--- config.mk ---
export PLATFORM = sky130hd
export DESIGN_NAME = pulse_timer_top
export DESIGN_NICKNAME = d
export VERILOG_FILES = /design/src/rtl/pulse_cfg_pkg.sv /design/src/rtl/pulse_state_pkg.sv /design/src/rtl/cfg_regs.sv /design/src/rtl/edge_sync.sv /design/src/rtl/one_shot.sv /design/src/rtl/periodic_pulse.sv /design/src/rtl/pulse_out_stage.sv /design/src/rtl/pulse_timer_top.sv /design/src/rtl/pwm_gen.sv
export SDC_FILE = /design/constraint.sdc
export NUM_CORES = 1
export LEC_CHECK = 0
export ABC_AREA = 1
export BUFFER_PORTS_ARGS = -buffer_cell sky130_fd_sc_hd__buf_2
export CAP_MARGIN = 15
export CORE_MARGIN = 2
export CORE_UTILIZATION = 35
export CTS_BUF_LIST = sky130_fd_sc_hd__clkbuf_8
export DETAILED_ROUTE_END_ITERATION = 8
export REMOVE_ABC_BUFFERS = 1
export SKIP_LAST_GASP = 1
export SYNTH_ARGS = -nofsm -noshare
export SYNTH_HDL_FRONTEND = slang
export SYNTH_SLANG_ARGS = --single-unit
--- constraint.sdc ---
create_clock -name clk -period 4.43 [get_ports clk]
set_input_delay 0.886 -clock clk [delete_from_list [all_inputs] [get_ports clk]]
set_output_delay 0.886 -clock clk [all_outputs]
set_load 0.02 [all_outputs]
--- src/rtl/pulse_cfg_pkg.sv ---
/*
 * Register map of the pulse timer: counter width, channel count,
 * channel indices and configuration opcodes
 */
`default_nettype none

package pulse_cfg_pkg;

  localparam int CNT_W = 8;
  localparam int CHAN_N = 3;

  localparam int CH_SHOT = 0;
  localparam int CH_TICK = 1;
  localparam int CH_PWM = 2;

  // Field positions in the OP_OUT_CTRL data word
  localparam int EN_LSB = 0;
  localparam int INV_LSB = 4;

  typedef enum logic [1:0] {
    OP_SHOT_LEN  = 2'd0,
    OP_PERIOD    = 2'd1,
    OP_PWM_WIDTH = 2'd2,
    OP_OUT_CTRL  = 2'd3
  } cfg_op_e;

endpackage

`default_nettype wire

--- src/rtl/pulse_state_pkg.sv ---
/*
 * Generator state encoding shared by the one-shot,
 * periodic tick and PWM generators
 */
`default_nettype none

package pulse_state_pkg;

  typedef enum logic {
    ST_IDLE = 1'b0,
    ST_RUN  = 1'b1
  } gen_state_e;

endpackage

`default_nettype wire

--- src/rtl/cfg_regs.sv ---
/*
 * Configuration registers: one-shot length, period,
 * PWM width and output enable and invert masks
 */
`timescale 1ns/1ps
`default_nettype none

module cfg_regs (
  input  logic                             clk,
  input  logic                             rst,
  input  logic                             load,
  input  pulse_cfg_pkg::cfg_op_e           opcode,
  input  logic [pulse_cfg_pkg::CNT_W-1:0]  data,
  output logic [pulse_cfg_pkg::CNT_W-1:0]  shot_len,
  output logic [pulse_cfg_pkg::CNT_W-1:0]  period,
  output logic [pulse_cfg_pkg::CNT_W-1:0]  pwm_width,
  output logic [pulse_cfg_pkg::CHAN_N-1:0] en_mask,
  output logic [pulse_cfg_pkg::CHAN_N-1:0] inv_mask
);

  import pulse_cfg_pkg::*;

  always_ff @(posedge clk or posedge rst)
  begin
    if (rst)
    begin
      shot_len  <= '0;
      period    <= '0;
      pwm_width <= '0;
      en_mask   <= '0;
      inv_mask  <= '0;
    end
    else if (load)
    begin
      case (opcode)
        OP_SHOT_LEN:  shot_len  <= data;
        OP_PERIOD:    period    <= data;
        OP_PWM_WIDTH: pwm_width <= data;
        OP_OUT_CTRL:
        begin
          en_mask  <= data[EN_LSB +: CHAN_N];
          inv_mask <= data[INV_LSB +: CHAN_N];
        end
        default: ;
      endcase
    end
  end

  a_opcode_known: assert property (
    @(posedge clk) disable iff (rst) load |-> !$isunknown(opcode)
  );

endmodule

`default_nettype wire

--- src/rtl/edge_sync.sv ---
/*
 * Synchronizer and rising-edge detector for the trigger,
 * start and stop pins
 */
`timescale 1ns/1ps
`default_nettype none

module edge_sync (
  input  logic clk,
  input  logic rst,
  input  logic trig_pin,
  input  logic start_pin,
  input  logic stop_pin,
  output logic trig_pulse,
  output logic start_pulse,
  output logic stop_pulse
);

  localparam int PIN_N = 3;

  logic [PIN_N-1:0] pins;
  logic [PIN_N-1:0] sync1;
  logic [PIN_N-1:0] sync2;
  logic [PIN_N-1:0] sync3;
  logic [PIN_N-1:0] pulse_q;

  assign pins = {stop_pin, start_pin, trig_pin};

  // Two flops for metastability, third holds the previous sample
  always_ff @(posedge clk or posedge rst)
  begin
    if (rst)
    begin
      sync1   <= '0;
      sync2   <= '0;
      sync3   <= '0;
      pulse_q <= '0;
    end
    else
    begin
      sync1   <= pins;
      sync2   <= sync1;
      sync3   <= sync2;
      pulse_q <= sync2 & ~sync3;
    end
  end

  assign trig_pulse  = pulse_q[0];
  assign start_pulse = pulse_q[1];
  assign stop_pulse  = pulse_q[2];

endmodule

`default_nettype wire

--- src/rtl/one_shot.sv ---
/*
 * Retriggerable one-shot, pulse of shot_len+1 cycles
 * starting the cycle after a trigger
 */
`timescale 1ns/1ps
`default_nettype none

module one_shot (
  input  logic                            clk,
  input  logic                            rst,
  input  logic                            trig_pulse,
  input  logic [pulse_cfg_pkg::CNT_W-1:0] shot_len,
  output logic                            shot_out
);

  import pulse_cfg_pkg::*;
  import pulse_state_pkg::*;

  gen_state_e       state;
  logic [CNT_W-1:0] cnt;

  always_ff @(posedge clk or posedge rst)
  begin
    if (rst)
    begin
      state    <= ST_IDLE;
      cnt      <= '0;
      shot_out <= 1'b0;
    end
    else if (trig_pulse)
    begin
      // A trigger always restarts the count
      state    <= ST_RUN;
      cnt      <= '0;
      shot_out <= 1'b1;
    end
    else if (state == ST_RUN)
    begin
      if (cnt >= shot_len)
      begin
        state    <= ST_IDLE;
        cnt      <= '0;
        shot_out <= 1'b0;
      end
      else
        cnt <= cnt + 1'b1;
    end
  end

  a_out_in_run: assert property (
    @(posedge clk) disable iff (rst) shot_out |-> state == ST_RUN
  );

endmodule

`default_nettype wire

--- src/rtl/periodic_pulse.sv ---
/*
 * Periodic tick generator, one-cycle tick every period+1
 * cycles while running
 */
`timescale 1ns/1ps
`default_nettype none

module periodic_pulse (
  input  logic                            clk,
  input  logic                            rst,
  input  logic                            start_pulse,
  input  logic                            stop_pulse,
  input  logic [pulse_cfg_pkg::CNT_W-1:0] period,
  output logic                            tick_out
);

  import pulse_cfg_pkg::*;
  import pulse_state_pkg::*;

  gen_state_e       state;
  logic [CNT_W-1:0] cnt;
  logic             wrap;

  // Compare with >= so a shortened period still wraps
  assign wrap     = (state == ST_RUN) && (cnt >= period);
  assign tick_out = wrap;

  always_ff @(posedge clk or posedge rst)
  begin
    if (rst)
    begin
      state <= ST_IDLE;
      cnt   <= '0;
    end
    else if (stop_pulse)
    begin
      state <= ST_IDLE;
      cnt   <= '0;
    end
    else if (start_pulse)
    begin
      state <= ST_RUN;
      cnt   <= '0;
    end
    else if (wrap)
      cnt <= '0;
    else if (state == ST_RUN)
      cnt <= cnt + 1'b1;
  end

  // Period 0 means a tick every cycle
  a_tick_single: assert property (
    @(posedge clk) disable iff (rst) tick_out ##1 (period != '0) |-> !tick_out
  );

endmodule

`default_nettype wire

--- src/rtl/pulse_out_stage.sv ---
/*
 * Output stage that masks and inverts the generator channels
 * and registers them onto the pins
 */
`timescale 1ns/1ps
`default_nettype none

module pulse_out_stage (
  input  logic                             clk,
  input  logic                             rst,
  input  logic [pulse_cfg_pkg::CHAN_N-1:0] chan_in,
  input  logic [pulse_cfg_pkg::CHAN_N-1:0] en_mask,
  input  logic [pulse_cfg_pkg::CHAN_N-1:0] inv_mask,
  output logic                             shot_pin,
  output logic                             tick_pin,
  output logic                             pwm_pin
);

  import pulse_cfg_pkg::*;

  logic [CHAN_N-1:0] pin_q;

  always_ff @(posedge clk or posedge rst)
  begin
    if (rst)
      pin_q <= '0;
    else
      pin_q <= (chan_in & en_mask) ^ inv_mask;
  end

  assign shot_pin = pin_q[CH_SHOT];
  assign tick_pin = pin_q[CH_TICK];
  assign pwm_pin  = pin_q[CH_PWM];

endmodule

`default_nettype wire

--- src/rtl/pulse_timer_top.sv ---
/*
 * Pulse timer top: input synchronizer, configuration registers,
 * the three generators and the output stage
 */
`timescale 1ns/1ps
`default_nettype none

module pulse_timer_top (
  input  logic                            clk,
  input  logic                            rst,
  input  logic                            trig_pin,
  input  logic                            start_pin,
  input  logic                            stop_pin,
  input  logic                            load,
  input  pulse_cfg_pkg::cfg_op_e          opcode,
  input  logic [pulse_cfg_pkg::CNT_W-1:0] data,
  output logic                            shot_pin,
  output logic                            tick_pin,
  output logic                            pwm_pin
);

  import pulse_cfg_pkg::*;

  logic              trig_pulse;
  logic              start_pulse;
  logic              stop_pulse;
  logic [CNT_W-1:0]  shot_len;
  logic [CNT_W-1:0]  period;
  logic [CNT_W-1:0]  pwm_width;
  logic [CHAN_N-1:0] en_mask;
  logic [CHAN_N-1:0] inv_mask;
  logic [CHAN_N-1:0] chan;

  edge_sync u_edge_sync (
    .clk         (clk),
    .rst         (rst),
    .trig_pin    (trig_pin),
    .start_pin   (start_pin),
    .stop_pin    (stop_pin),
    .trig_pulse  (trig_pulse),
    .start_pulse (start_pulse),
    .stop_pulse  (stop_pulse)
  );

  cfg_regs u_cfg_regs (
    .clk       (clk),
    .rst       (rst),
    .load      (load),
    .opcode    (opcode),
    .data      (data),
    .shot_len  (shot_len),
    .period    (period),
    .pwm_width (pwm_width),
    .en_mask   (en_mask),
    .inv_mask  (inv_mask)
  );

  one_shot u_one_shot (
    .clk        (clk),
    .rst        (rst),
    .trig_pulse (trig_pulse),
    .shot_len   (shot_len),
    .shot_out   (chan[CH_SHOT])
  );

  periodic_pulse u_periodic_pulse (
    .clk         (clk),
    .rst         (rst),
    .start_pulse (start_pulse),
    .stop_pulse  (stop_pulse),
    .period      (period),
    .tick_out    (chan[CH_TICK])
  );

  // PWM shares start and stop with the tick generator
  pwm_gen u_pwm_gen (
    .clk         (clk),
    .rst         (rst),
    .start_pulse (start_pulse),
    .stop_pulse  (stop_pulse),
    .period      (period),
    .pwm_width   (pwm_width),
    .pwm_out     (chan[CH_PWM])
  );

  pulse_out_stage u_pulse_out_stage (
    .clk      (clk),
    .rst      (rst),
    .chan_in  (chan),
    .en_mask  (en_mask),
    .inv_mask (inv_mask),
    .shot_pin (shot_pin),
    .tick_pin (tick_pin),
    .pwm_pin  (pwm_pin)
  );

endmodule

`default_nettype wire

--- src/rtl/pwm_gen.sv ---
/*
 * PWM generator with frames of period+1 cycles and a high
 * width latched at every frame start
 */
`timescale 1ns/1ps
`default_nettype none

module pwm_gen (
  input  logic                            clk,
  input  logic                            rst,
  input  logic                            start_pulse,
  input  logic                            stop_pulse,
  input  logic [pulse_cfg_pkg::CNT_W-1:0] period,
  input  logic [pulse_cfg_pkg::CNT_W-1:0] pwm_width,
  output logic                            pwm_out
);

  import pulse_cfg_pkg::*;
  import pulse_state_pkg::*;

  gen_state_e       state;
  logic [CNT_W-1:0] fcnt;
  logic [CNT_W-1:0] fcnt_nxt;
  logic [CNT_W-1:0] per_lat;
  logic [CNT_W-1:0] width_lat;
  logic             frame_end;

  assign frame_end = (state == ST_RUN) && (fcnt >= per_lat);
  assign fcnt_nxt  = fcnt + 1'b1;

  always_ff @(posedge clk or posedge rst)
  begin
    if (rst)
    begin
      state     <= ST_IDLE;
      fcnt      <= '0;
      per_lat   <= '0;
      width_lat <= '0;
      pwm_out   <= 1'b0;
    end
    else if (stop_pulse)
    begin
      state   <= ST_IDLE;
      fcnt    <= '0;
      pwm_out <= 1'b0;
    end
    else if (start_pulse || frame_end)
    begin
      // New frame picks up the current settings
      state     <= ST_RUN;
      fcnt      <= '0;
      per_lat   <= period;
      width_lat <= pwm_width;
      pwm_out   <= (pwm_width != '0);
    end
    else if (state == ST_RUN)
    begin
      fcnt    <= fcnt_nxt;
      pwm_out <= (fcnt_nxt < width_lat);
    end
  end

  a_zero_width_low: assert property (
    @(posedge clk) disable iff (rst) (width_lat == '0) |-> !pwm_out
  );

endmodule

`default_nettype wire

# Yosys cells after proc, flatten, opt, wreduce, memory -nomap -nowiden

Cells that the tools add are included.

$add $sub $neg: 3
$lt $le $gt $ge: 4
Equality and inequality tests: 3
Mux-type cells: 23
Bitwise logic cells: 5
Reduce and logical (&&, ||, !) cells: 17

Operators with widths:

| kind                  | count |
|---|---|
| $mux W8               | 10 |
| $add A8 B1 Y8 const B | 3 |
| $ge A8 B8 Y1          | 3 |
| $mux W1               | 13 |
| $reduce_and A2 Y1     | 6 |
| $lt A8 B8 Y1          | 1 |
| $reduce_bool A2 Y1    | 4 |
| $reduce_bool A8 Y1    | 1 |
| $and A3 B3 Y3         | 2 |
| $eq A2 B2 Y1 const B  | 2 |
| $reduce_bool A4 Y1    | 1 |
| $not A3 Y3            | 1 |
| $reduce_bool A3 Y1    | 1 |
| $xor A3 B3 Y3         | 1 |
| $eq A2 B1 Y1 const B  | 1 |
| $logic_and A1 B1 Y1   | 2 |
| $logic_not A2 Y1      | 1 |
| $logic_or A1 B1 Y1    | 1 |
| $not A1 Y1            | 1 |

Bits in registers: 90
Bits of input ports: 16
Output and inout port bits: 3
Word-level logic and storage cells: 75

# Longest topological paths before layout

Gate-level depths: netlist (run 1).

Word-level depth: 5
Depth in mapped cells: 15
Gate-level depth less buffers: 15

# By module

From an unflattened synthesis (run 1), not the netlist that was laid out.

Cell total of the unflattened synthesis: 569
Area total of the unflattened synthesis: 4906.0 um2

By module, submodules not included:

| module          | times used | cells an instance | area an instance (um2) | sequential area each (um2) |
|---|---|---|---|---|
| pwm_gen         | 1          | 187               | 1604.0                 | 650.6 |
| cfg_regs        | 1          | 136               | 1318.8                 | 750.7 |
| periodic_pulse  | 1          | 109               | 772.0                  | 225.2 |
| one_shot        | 1          | 99                | 738.2                  | 250.2 |
| edge_sync       | 1          | 19                | 334.1                  | 300.3 |
| pulse_out_stage | 1          | 19                | 138.9                  | 75.1 |

# Worst setup path before layout (run 1)

OpenSTA, ideal clock, no wires.

Path kind: reg-to-reg
From: register u_pwm_gen.fcnt[0]
To: register u_pwm_gen.pwm_out
Setup time: 120 ps
Data arrival time: 1899 ps
Data required time: 4310 ps
Setup slack: 2411 ps
Stages on the path, launching flop included: 15
Buffers on the path: 0
Clock period less this slack: 2019 ps
Cell sequence: dfrtp_1 inv_2 nor3_4 nand3_2 nor2_2 nand2_1 xor2_1 inv_1 ha_1 nand2_1 o21a_1 nand2_1 nand3_1 nand4_1 nand2_1

Cells in the longest elaborated chain, start to end: 5
Elaborated cells on any way between the ends: 9
Classes of those cells: add/sub (1); order compare (2); mux (3); reduce/logical (3)

RTL lines:

| item                                                       | RTL line                     | text |
|---|---|---|
| start, declared                                            | pwm_gen.sv:22                | `logic [CNT_W-1:0] fcnt;` |
| start signal, assigned                                     | pwm_gen.sv:58                | `fcnt <= fcnt_nxt;` |
| $add A8 B1 Y8 / $ge A8 B8 Y1 (equally long branches)       | pwm_gen.sv:29, pwm_gen.sv:28 |  |
| $lt A8 B8 Y1 / $logic_and A1 B1 Y1 (equally long branches) | pwm_gen.sv:59, pwm_gen.sv:28 |  |
| $mux W1 / $logic_or A1 B1 Y1 (equally long branches)       | pwm_gen.sv:56, pwm_gen.sv:47 |  |
| $mux W1                                                    | pwm_gen.sv:47                | `else if (start_pulse \|\| frame_end)` |
| $mux W1                                                    | pwm_gen.sv:41                | `else if (stop_pulse)` |
| end signal, assigned                                       | pwm_gen.sv:54                | `pwm_out <= (pwm_width != '0);` |
| end signal, assigned                                       | pwm_gen.sv:59                | `pwm_out <= (fcnt_nxt < width_lat);` |
| end, declared                                              | pwm_gen.sv:15                | `output logic pwm_out` |

Several ways; a longest one is shown, not always the timed one. The select of a mux whose other input is x is not followed.
A chain may end at the register's enable or synchronous reset.

# Worst setup path after layout (run 1)

Same ends and word-level chain as after synthesis.

==> metrics.txt, run 1 <==
outcome finished clean; Clock Latency Late Sink 350 ps; hold_buf cts 0; Post-synth top cells nand2_1 (107), dfrtp_1 (90), inv_1 (84); die area 0.0138 sq mm; peak supply drop 253 uV; Final Hold Fails 0; Post-DRT Antenna Nets 0; CTS H-tree depth 3; Distinct cells, synth 34; Post-Synthesis Cell Area 0.00450 sq mm; WL per Instance 12.2 um; ratio of cells with drive above 1 in the final layout 13.1%; Slew headroom 63.4%; post-CTS resize count 0; routed vias/inst 4.63; DRT iter0 DRCs 119; number of I/O pins 19; final routed DRC violation total 0; Setup CP Type flip-flop to flip-flop; pwr dens 470 mW/mm^2; die height 117 um; Worst-path clk slew 90 ps; sequential-to-total area share from yosys stat 50.0%; Max FO, Critical Path 4; largest net degree at the start of global routing 63; crit path DAT 2490 ps; met3 GRT Util 2.09%; global route hottest layer met2; Synth area leader dfrtp_1; Worst Hold Class flip-flop to flip-flop; Avg Inst Size Synth 9.06 sq um; grt ovf 0; Buffers on Ports 18; GRT Total Usage 13.3%; Most used DFF post-synth dfrtp_1; Yosys reg bits 90; root buffer cell clkbuf_8; initial antenna violation count 0; Post-Route Setup TNS 0 ps; Max clock buf depth 2; Cell Chain, Critical Path inv_2 > nor3_4 > nand3_2 > nor2_2 > nand2_1 > xor2_1 > inv_1 > ha_1 > nand2_1 > o21a_1 > nand2_1 > nand3_1 > nand4_1 > nand2_1; leakage power 2.48 nW; Vias 3232; global placement routability congestion 0.831; worst slew pin tran 547 ps; critical path's largest stage delay 440 ps; clk sinks 90; most numerous cell in the Yosys netlist nand2_1; Critical Path RT 4670 ps; Nets 571; Final Slew Violations 0; number of synthesized flops with an enable pin 0; routing usage on met1 18.2%; crit end category flip-flop; CP max stage cell dfrtp_1; cts bufs inserted 9; CORE AREA 0.0126 sq mm; Ant. Diodes 0; Max-cap violations 0; period utilization 50.6%; FFs w/ async S/R, synth 100%; crit start category flip-flop; Worst Clk Skew 12.1 ps; share of the synthesized area in the top cell type 50.0%; First-pass DRT Iterations 4; vias in the first global route 3222; routed wire length 8490 um; Post-CTS Setup Bufs 0; Area Overhead vs Synth 10.3%; CTS tree done; met2 usage 21.8%; DPL Wire Length 6390 um; Cells after Synth 497; Die W 117 um; cell mode on critical path nand2_1; RSZ-0062 raised after global routing no; total power draw 0.00233 W; Initial Utilization 35.8%; # rows 41; ranking of synthesized cells by area dfrtp_1 (50%), ha_1 (9.4%), nand2_1 (8.9%); yosys warns 0; Final setup viols 0; f_max 446 MHz; global-route wire length before repair 15000 um; Final min period 2240 ps
flip-flops by register name (all words and copies together) (netlist names), 3 cells and up:
| signal | cells |
|---|---|
| u_pwm_gen.width_lat | 8 |
| u_pwm_gen.per_lat | 8 |
| u_pwm_gen.fcnt | 8 |
| u_pulse_out_stage.pin_q | 3 |
| u_cfg_regs.en_mask | 3 |
| u_edge_sync.sync2 | 3 |
| u_cfg_regs.shot_len | 8 |
| u_edge_sync.sync1 | 3 |
| u_cfg_regs.period | 8 |
| u_one_shot.cnt | 8 |
| u_edge_sync.sync3 | 3 |
| u_cfg_regs.inv_mask | 3 |
| u_edge_sync.pulse_q | 3 |
| u_periodic_pulse.cnt | 8 |
| u_cfg_regs.pwm_width | 8 |
metal layers:
| metal | up-vias | wire length, um |
|---|---|---|
| met5 | - | 0 |
| met4 | 0 | 71 |
| met3 | 6 | 191 |
| met2 | 38 | 3970 |
| met1 | 1542 | 4260 |
| li1 | 1646 | - |
per-stage QoR:
| stage | cell area (sq um) | util, % | worst slack (ps) | cells | hold slack (ps) |
|---|---|---|---|---|---|
| floorplan | 4460 | - | 1210 | 490 | 331 |
| global placement | 4770 | 37.9 | 2290 | 681 | 337 |
| detailed placement | 4770 | 37.9 | 2220 | 681 | 335 |
| CTS | 4940 | 39.3 | 2180 | 697 | 357 |
| global route | 4970 | 39.5 | 1980 | 698 | 360 |
| finish | 4970 | 39.5 | 2190 | 698 | 356 |
kinds of logic (layout without fill, tap and decap cells):
| kind of cell | Yosys count | count (layout) | share of synthesized area, % |
|---|---|---|---|
| compound gates | 96 | 96 | 12.6 |
| fa+ha+maj | 34 | 34 | 9.44 |
| xor+xnor | 14 | 14 | 2.72 |
| flops | 90 | 90 | 50.0 |
| mux | 1 | 1 | 0.222 |
| simple gates | 167 | 167 | 16.5 |
| buf+inv | 95 | 124 | 8.47 |
cells in the final DEF (no fill, tap or decap), drive strengths merged:
cell,instances
nor2,18
o31ai,1
nand4,8
o22ai,7
nand3,21
clkinvlp,4
clkinv,5
clkbuf,9
a21oi,20
o21a,3
o21bai,1
nand3b,1
ha,34
nor3,4
nand2,115
xnor2,4
mux2i,1
o21ai,64
inv,86
buf,20
xor2,10
dfrtp,90
worst max-delay path: cells and delay by family, from the launching register on:
| family | cells | cell delay, ps |
|---|---|---|
| buf+inv | 2 | 150 |
| flops | 1 | 440 |
| xor+xnor | 1 | 200 |
| simple gates | 9 | 840 |
| fa+ha+maj | 1 | 290 |
| compound gates | 1 | 190 |
power breakdown:
group	leakage (nW)	internal [W]	switching (W)
clock network	0.0787	0.000202	0.000293
logic	1.26	0.000270	0.000440
registers	1.14	0.000999	0.000129
total	2.48	0.00147	0.000863
area by class of cell:
cell class,count,area [sq um]
multi-input combinational,312,1870
sequential,90,2250
timing repair buffer,20,125
inverter,88,334
tap,172,215
clock inverter,7,47.5
fill,1280,7600
clock buffer,9,124
final timing paths:
path	end	slack [ps]	startpoint	cells past startpoint
hold / removal	u_edge_sync.sync2[1]$_DFF_PP0_	360	u_edge_sync.sync1[1]$_DFF_PP0_	0
setup reg to reg	u_pwm_gen.pwm_out$_DFFE_PP0P_	2190	u_pwm_gen.fcnt[0]$_DFFE_PP0P_	14
setup / recovery	u_pwm_gen.pwm_out$_DFFE_PP0P_	2190	u_pwm_gen.fcnt[0]$_DFFE_PP0P_	14
min in group asynchronous	u_edge_sync.sync1[0]$_DFF_PP0_	440	rst	2
hold reg to reg	u_edge_sync.sync2[1]$_DFF_PP0_	360	u_edge_sync.sync1[1]$_DFF_PP0_	0
max in group asynchronous	u_cfg_regs.pwm_width[6]$_DFFE_PP0P_	3340	rst	3
(Power assumes the default switching activity.)
==> run 2, diff against run 1 <==
- clock period: 4.43 -> 1.9 ns (I/O delays scaled with it)
==> run 2 against run 1 <==
Compared with the run above:
- the flow now finishes with violations (negative setup slack)
- register-to-register slack got worse by 2400 ps
- worst setup slack got worse by 2400 ps
- power rose to 2.7 times the previous value
- highest routed layer unchanged
==> metrics.txt, run 2 (synthesis results as in run 1) <==
crit end category flip-flop (unchanged); Final min period 2090 ps (was 2240 ps); CP max stage cell dfrtp_1 (unchanged); leakage power 2.68 nW (was 2.48 nW); Setup CP Type flip-flop to flip-flop (unchanged); total power draw 0.00622 W (was 0.00233 W); First-pass DRT Iterations 4 (unchanged); root buffer cell clkbuf_8 (unchanged); outcome finished with violations (was finished clean); Logic pwr share 34.3% (was 30.4%); Vias 3306 (was 3232); Worst Clk Skew 12.4 ps (was 12.1 ps); Critical Path RT 2150 ps (was 4670 ps); Max clock buf depth 2 (unchanged); die height 117 um (unchanged); Int Pwr 0.00403 W (was 0.00147 W); Post-Layout Inst Area 0.00542 sq mm (was 0.00497 sq mm); ratio of cells with drive above 1 in the final layout 21.0% (was 13.1%); Die W 117 um (unchanged); clk sinks 90 (unchanged); sequential power share 42.8% (was 48.4%); vias in the first global route 3174 (was 3222); Net Sw Frac 35.2% (was 37.0%); CTS tree done (unchanged); R2R Setup Slk -190 ps (was 2190 ps); peak supply drop 644 uV (was 253 uV); initial antenna violation count 0 (unchanged); # rows 41 (unchanged); Worst-path clk slew 90 ps (about the same); Ant. Diodes 0 (unchanged); Clock Latency Late Sink 360 ps (was 350 ps); largest net degree at the start of global routing 58 (was 63); failing checks negative setup slack; number of I/O pins 19 (unchanged); Final setup viols 1 (was 0); Clock Power Share 22.9% (was 21.2%); routed wire length 8820 um (was 8490 um); Slew headroom 65.4% (was 63.4%); crit start category flip-flop (unchanged); die area 0.0138 sq mm (unchanged); Final Hold Fails 0 (unchanged); final core occ 43.1% (was 39.5%); Post-DRT Antenna Nets 0 (unchanged); commonest non-fill, non-tap cell in the layout nand2_1 (unchanged); Max FO, Critical Path 3 (was 4); commonest cells after routing, fill and taps aside nand2_1 (92), dfrtp_1 (90), inv_1 (83), o21ai_0 (46), ha_1 (31) (was nand2_1 (107), dfrtp_1 (90), inv_1 (84), o21ai_0 (47), ha_1 (34)); Nets 593 (was 571); crit path DAT 2340 ps (was 2490 ps); Max-cap violations 0 (unchanged); worst r2r src u_pwm_gen.fcnt[0]$_DFFE_PP0P_ (unchanged); Buffers on Ports 18 (unchanged); pwr dens 1150 mW/mm^2 (was 470 mW/mm^2); Cell Chain, Critical Path inv_2 > nor3_4 > nand3_2 > nor2_2 > nand2_1 > xor2_1 > inv_1 > ha_4 > nand2_2 > o21a_1 > nand2_2 > nand3_2 > nand4_1 > nand2_1 (was inv_2 > nor3_4 > nand3_2 > nor2_2 > nand2_1 > xor2_1 > inv_1 > ha_1 > nand2_1 > o21a_1 > nand2_1 > nand3_1 > nand4_1 > nand2_1); DRT iter0 DRCs 146 (was 119); area post-placement 0.00493 sq mm (was 0.00477 sq mm); global-route wire length before repair 15000 um (about the same); fin worst setup slack -191 ps (was 2190 ps); hold_buf cts 0 (unchanged); DPL Wire Length 6430 um (was 6390 um); worst slew pin tran 517 ps (was 547 ps); Hold WS 51.5 ps (was 356 ps); Worst Hold Class input pin to asynchronous set/reset pin (was flip-flop to flip-flop); Initial Utilization 35.8% (unchanged); WL per Instance 12.3 um (was 12.2 um); period utilization 110% (was 50.6%); global placement routability congestion 0.817 (was 0.831); switching component of the power 0.00219 W (was 0.000863 W); CORE AREA 0.0126 sq mm (unchanged); Post-Route Setup TNS -191 ps (was 0 ps); critical path's largest stage delay 400 ps (was 440 ps); f_max 478 MHz (was 446 MHz); Final Slew Violations 0 (unchanged); worst setup path start u_pwm_gen.fcnt[0]$_DFFE_PP0P_ (unchanged); CTS H-tree depth 3 (unchanged); cts bufs inserted 9 (unchanged); RSZ-0062 raised after global routing yes (was no); routed vias/inst 4.60 (was 4.63); Area Overhead vs Synth 20.2% (was 10.3%); final routed DRC violation total 0 (unchanged); grt ovf 0 (unchanged); GRT Total Usage 13.4% (was 13.3%)
run 2: metrics by stage:
step,setup slack [ps],cells
after floorplan,-815,490
after detailed placement,-221,696
after global placement,-118,696
after global routing,-330,719
final,-191,719
after CTS,-175,717
run 2: worst paths after layout:
check | cells after the start | endpoint
worst max-delay path | 14 | u_pwm_gen.pwm_out$_DFFE_PP0P_
worst min-delay path | 3 | u_pwm_gen.per_lat[2]$_DFFE_PP0P_
worst max register to register | 14 | u_pwm_gen.pwm_out$_DFFE_PP0P_
worst min register to register | 0 | u_edge_sync.sync2[1]$_DFF_PP0_
max in group asynchronous | 3 | u_one_shot.state$_DFF_PP0_
min in group clk | 1 | u_edge_sync.sync1[2]$_DFF_PP0_
run 2: critical path: cells and delay by family, from the launching register on:
kind / cells / cell delay, ps
AO/OA/AOI/OAI: 1 / 180
XOR/XNOR: 1 / 180
adder cells (fa/ha/maj): 1 / 280
buffers and inverters: 2 / 170
flip-flops: 1 / 400
AND/OR/NAND/NOR: 9 / 770
run 2: power by group through the flow:
stage	combinational [W]	sequential [W]	clock, W
detailed placement	0.00178	0.00267	0
global route	0.00242	0.00272	0.00154
floorplan	0.00127	0.00262	0
finish	0.00213	0.00266	0.00142
CTS	0.00197	0.00264	0.00146
global placement	0.00173	0.00265	0
run 2: timing repair:
item                                   4_1_cts  5_1_grt
setup endpoints to repair                   15       27
gates resized for setup                     12       24
pin swaps                                   11        3
setup buffers                                4        2
cloned                                       2        1
endpoints found under the hold margin        0        0
run 2: layer usage:
metal | vias up | share of wire (%) | global-route usage [%]
met3 | 18 | 2.5 | 2.92
met5 | - | 0 | 0
li1 | 1688 | - | -
met4 | 0 | 1.8 | 4.67
met1 | 1563 | 47 | 17.6
met2 | 37 | 49 | 22.1
run 2: layout make-up:
| type | count | area, sq um |
|---|---|---|
| Clock buffer | 10 | 138 |
| Sequential cell | 90 | 2250 |
| Timing Repair Buffer | 42 | 385 |
| Clock inverter | 5 | 80.1 |
| Fill cell | 1211 | 7150 |
| Inverter | 88 | 334 |
| Tap cell | 172 | 215 |
| Multi-Input combinational cell | 312 | 2010 |
==> run 3, diff against run 2 <==
- CTS_CLUSTER_DIAMETER: default -> 50
- SKIP_CTS_REPAIR_TIMING: default -> 1
==> run 3 against run 2 <==
Compared with the run above:
- the flow still finishes with violations (negative setup slack)
- flip-flop and latch count stayed put
- hold slack gained 2.8 ps
- critical path depth stayed put
- largest power group unchanged
==> metrics.txt, run 3 (synthesis results as in run 1) <==
commonest non-fill, non-tap cell in the layout nand2_1 (unchanged); root buffer cell clkbuf_8 (unchanged); Ant. Diodes 0 (unchanged); Buffers on Ports 18 (unchanged); global-route wire length before repair 14500 um (was 15000 um); failing checks negative setup slack (unchanged); ratio of cells with drive above 1 in the final layout 17.6% (was 21.0%); worst slew pin tran 516 ps (was 517 ps); First-pass DRT Iterations 5 (was 4); period utilization 110% (about the same); Nets 590 (was 593); Post-Route Setup TNS -2020 ps (was -191 ps); Hold WS 54.3 ps (was 51.5 ps); area post-placement 0.00493 sq mm (unchanged); Setup WS pre-CTS -221 ps (unchanged); initial antenna violation count 0 (unchanged); CP max stage cell dfrtp_1 (unchanged); Final Hold Fails 0 (unchanged); Slew headroom 65.5% (was 65.4%); DPL Wire Length 6430 um (unchanged); number of I/O pins 19 (unchanged); routed wire length 8660 um (was 8820 um); GRT Total Usage 13.0% (was 13.4%); Die W 117 um (unchanged); Max clock buf depth 2 (unchanged); worst r2r src u_pwm_gen.fcnt[1]$_DFFE_PP0P_ (was u_pwm_gen.fcnt[0]$_DFFE_PP0P_); fin worst setup slack -195 ps (was -191 ps); Buf/Inv on CP 2 (unchanged); die area 0.0138 sq mm (unchanged); Post-DRT Antenna Nets 0 (unchanged); die height 117 um (unchanged); largest net degree at the start of global routing 58 (unchanged); outcome finished with violations (unchanged); Vias 3299 (was 3306); Setup CP Type flip-flop to flip-flop (unchanged); grt ovf 0 (unchanged); crit end category flip-flop (unchanged); DRT iter0 DRCs 161 (was 146); # rows 41 (unchanged); RSZ-0062 raised after global routing yes (unchanged); Worst Hold Class input pin to asynchronous set/reset pin (unchanged); CTS H-tree depth 3 (unchanged); Cell Chain, Critical Path inv_2 > nor3_4 > nand3_2 > nor2_2 > nand2_1 > xor2_1 > inv_1 > ha_4 > nand2_4 > o21a_1 > nand2_2 > nand3_2 > nand4_1 > nand2_1 (was inv_2 > nor3_4 > nand3_2 > nor2_2 > nand2_1 > xor2_1 > inv_1 > ha_4 > nand2_2 > o21a_1 > nand2_2 > nand3_2 > nand4_1 > nand2_1); Final setup viols 26 (was 1); Initial Utilization 35.8% (unchanged); peak supply drop 643 uV (was 644 uV); leakage power 2.64 nW (was 2.68 nW); Post-Layout Inst Area 0.00526 sq mm (was 0.00542 sq mm); crit start category flip-flop (unchanged); Critical Path RT 2150 ps (about the same); cts bufs inserted 9 (unchanged); CP top delay family simple AND/OR/NAND/NOR gates (unchanged); crit path DAT 2340 ps (about the same); WL per Instance 12.1 um (was 12.3 um); pwr dens 1130 mW/mm^2 (was 1150 mW/mm^2); Area Overhead vs Synth 16.8% (was 20.2%); clk sinks 90 (unchanged); Max-cap violations 0 (unchanged); Worst-path clk slew 80 ps (was 90 ps); Final min period 2100 ps (was 2090 ps); f_max 477 MHz (was 478 MHz); Worst Clk Skew 11.8 ps (was 12.4 ps); vias in the first global route 3078 (was 3174); Clock Latency Late Sink 360 ps (about the same); CTS tree done (unchanged); Final Slew Violations 0 (unchanged); Max FO, Critical Path 3 (unchanged); worst setup path start u_pwm_gen.fcnt[1]$_DFFE_PP0P_ (was u_pwm_gen.fcnt[0]$_DFFE_PP0P_); final routed DRC violation total 0 (unchanged); CORE AREA 0.0126 sq mm (unchanged); global placement routability congestion 0.817 (unchanged); routed vias/inst 4.61 (was 4.60); commonest cells after routing, fill and taps aside nand2_1 (104), dfrtp_1 (90), inv_1 (82), o21ai_0 (46), ha_1 (33) (was nand2_1 (92), dfrtp_1 (90), inv_1 (83), o21ai_0 (46), ha_1 (31)); critical path's largest stage delay 390 ps (was 400 ps); total power draw 0.00597 W (was 0.00622 W)
## run 3: area by class of cell
type                            count  area, sq um
Fill cell                        1232         7310
Sequential cell                    90         2250
Multi-Input combinational cell    312         1910
Inverter                           88          334
Timing Repair Buffer               39          333
Tap cell                          172          215
Clock buffer                       10          138
Clock inverter                      5         80.1
## run 3: worst reg2reg max path, cell delays in order, from the launching register on
cell and delay, ps:
dfrtp_1 390, inv_2 70, nor3_4 190, nand3_2 100, nor2_2 110, nand2_1 60
xor2_1 200, inv_1 100, ha_4 290, nand2_4 50, o21a_1 170, nand2_2 70
nand3_2 60, nand4_1 80, nand2_1 60
## run 3: metal layers
| layer | track usage (%) | part of all wire, % |
|---|---|---|
| met1 | 17.0 | 47 |
| met2 | 21.1 | 48 |
| met3 | 3.21 | 3.0 |
| met4 | 4.67 | 1.8 |
| met5 | 0 | 0 |
## run 3: where the power goes
| group | switching, W | internal [W] | leakage [nW] |
|---|---|---|---|
| sequential | 0.000303 | 0.00233 | 1.14 |
| combinational | 0.00111 | 0.000807 | 1.38 |
| clock | 0.000650 | 0.000767 | 0.110 |
## run 3: final timing paths
check	to	slack, ps	cells past startpoint
worst max-delay path	u_pwm_gen.pwm_out$_DFFE_PP0P_	-200	14
worst min-delay path	u_edge_sync.pulse_q[1]$_DFF_PP0_	50	3
worst max register to register	u_pwm_gen.pwm_out$_DFFE_PP0P_	-200	14
worst min register to register	u_edge_sync.sync2[1]$_DFF_PP0_	350	0
max in group asynchronous	u_one_shot.state$_DFF_PP0_	1550	3
min in group clk	u_edge_sync.sync1[2]$_DFF_PP0_	120	1
## run 3: per-stage QoR
step                      util (%)  cells
after global routing          41.9    716
after floorplan                  -    490
after global placement        39.2    696
after detailed placement      39.2    696
final                         41.9    716
after CTS                     41.0    711
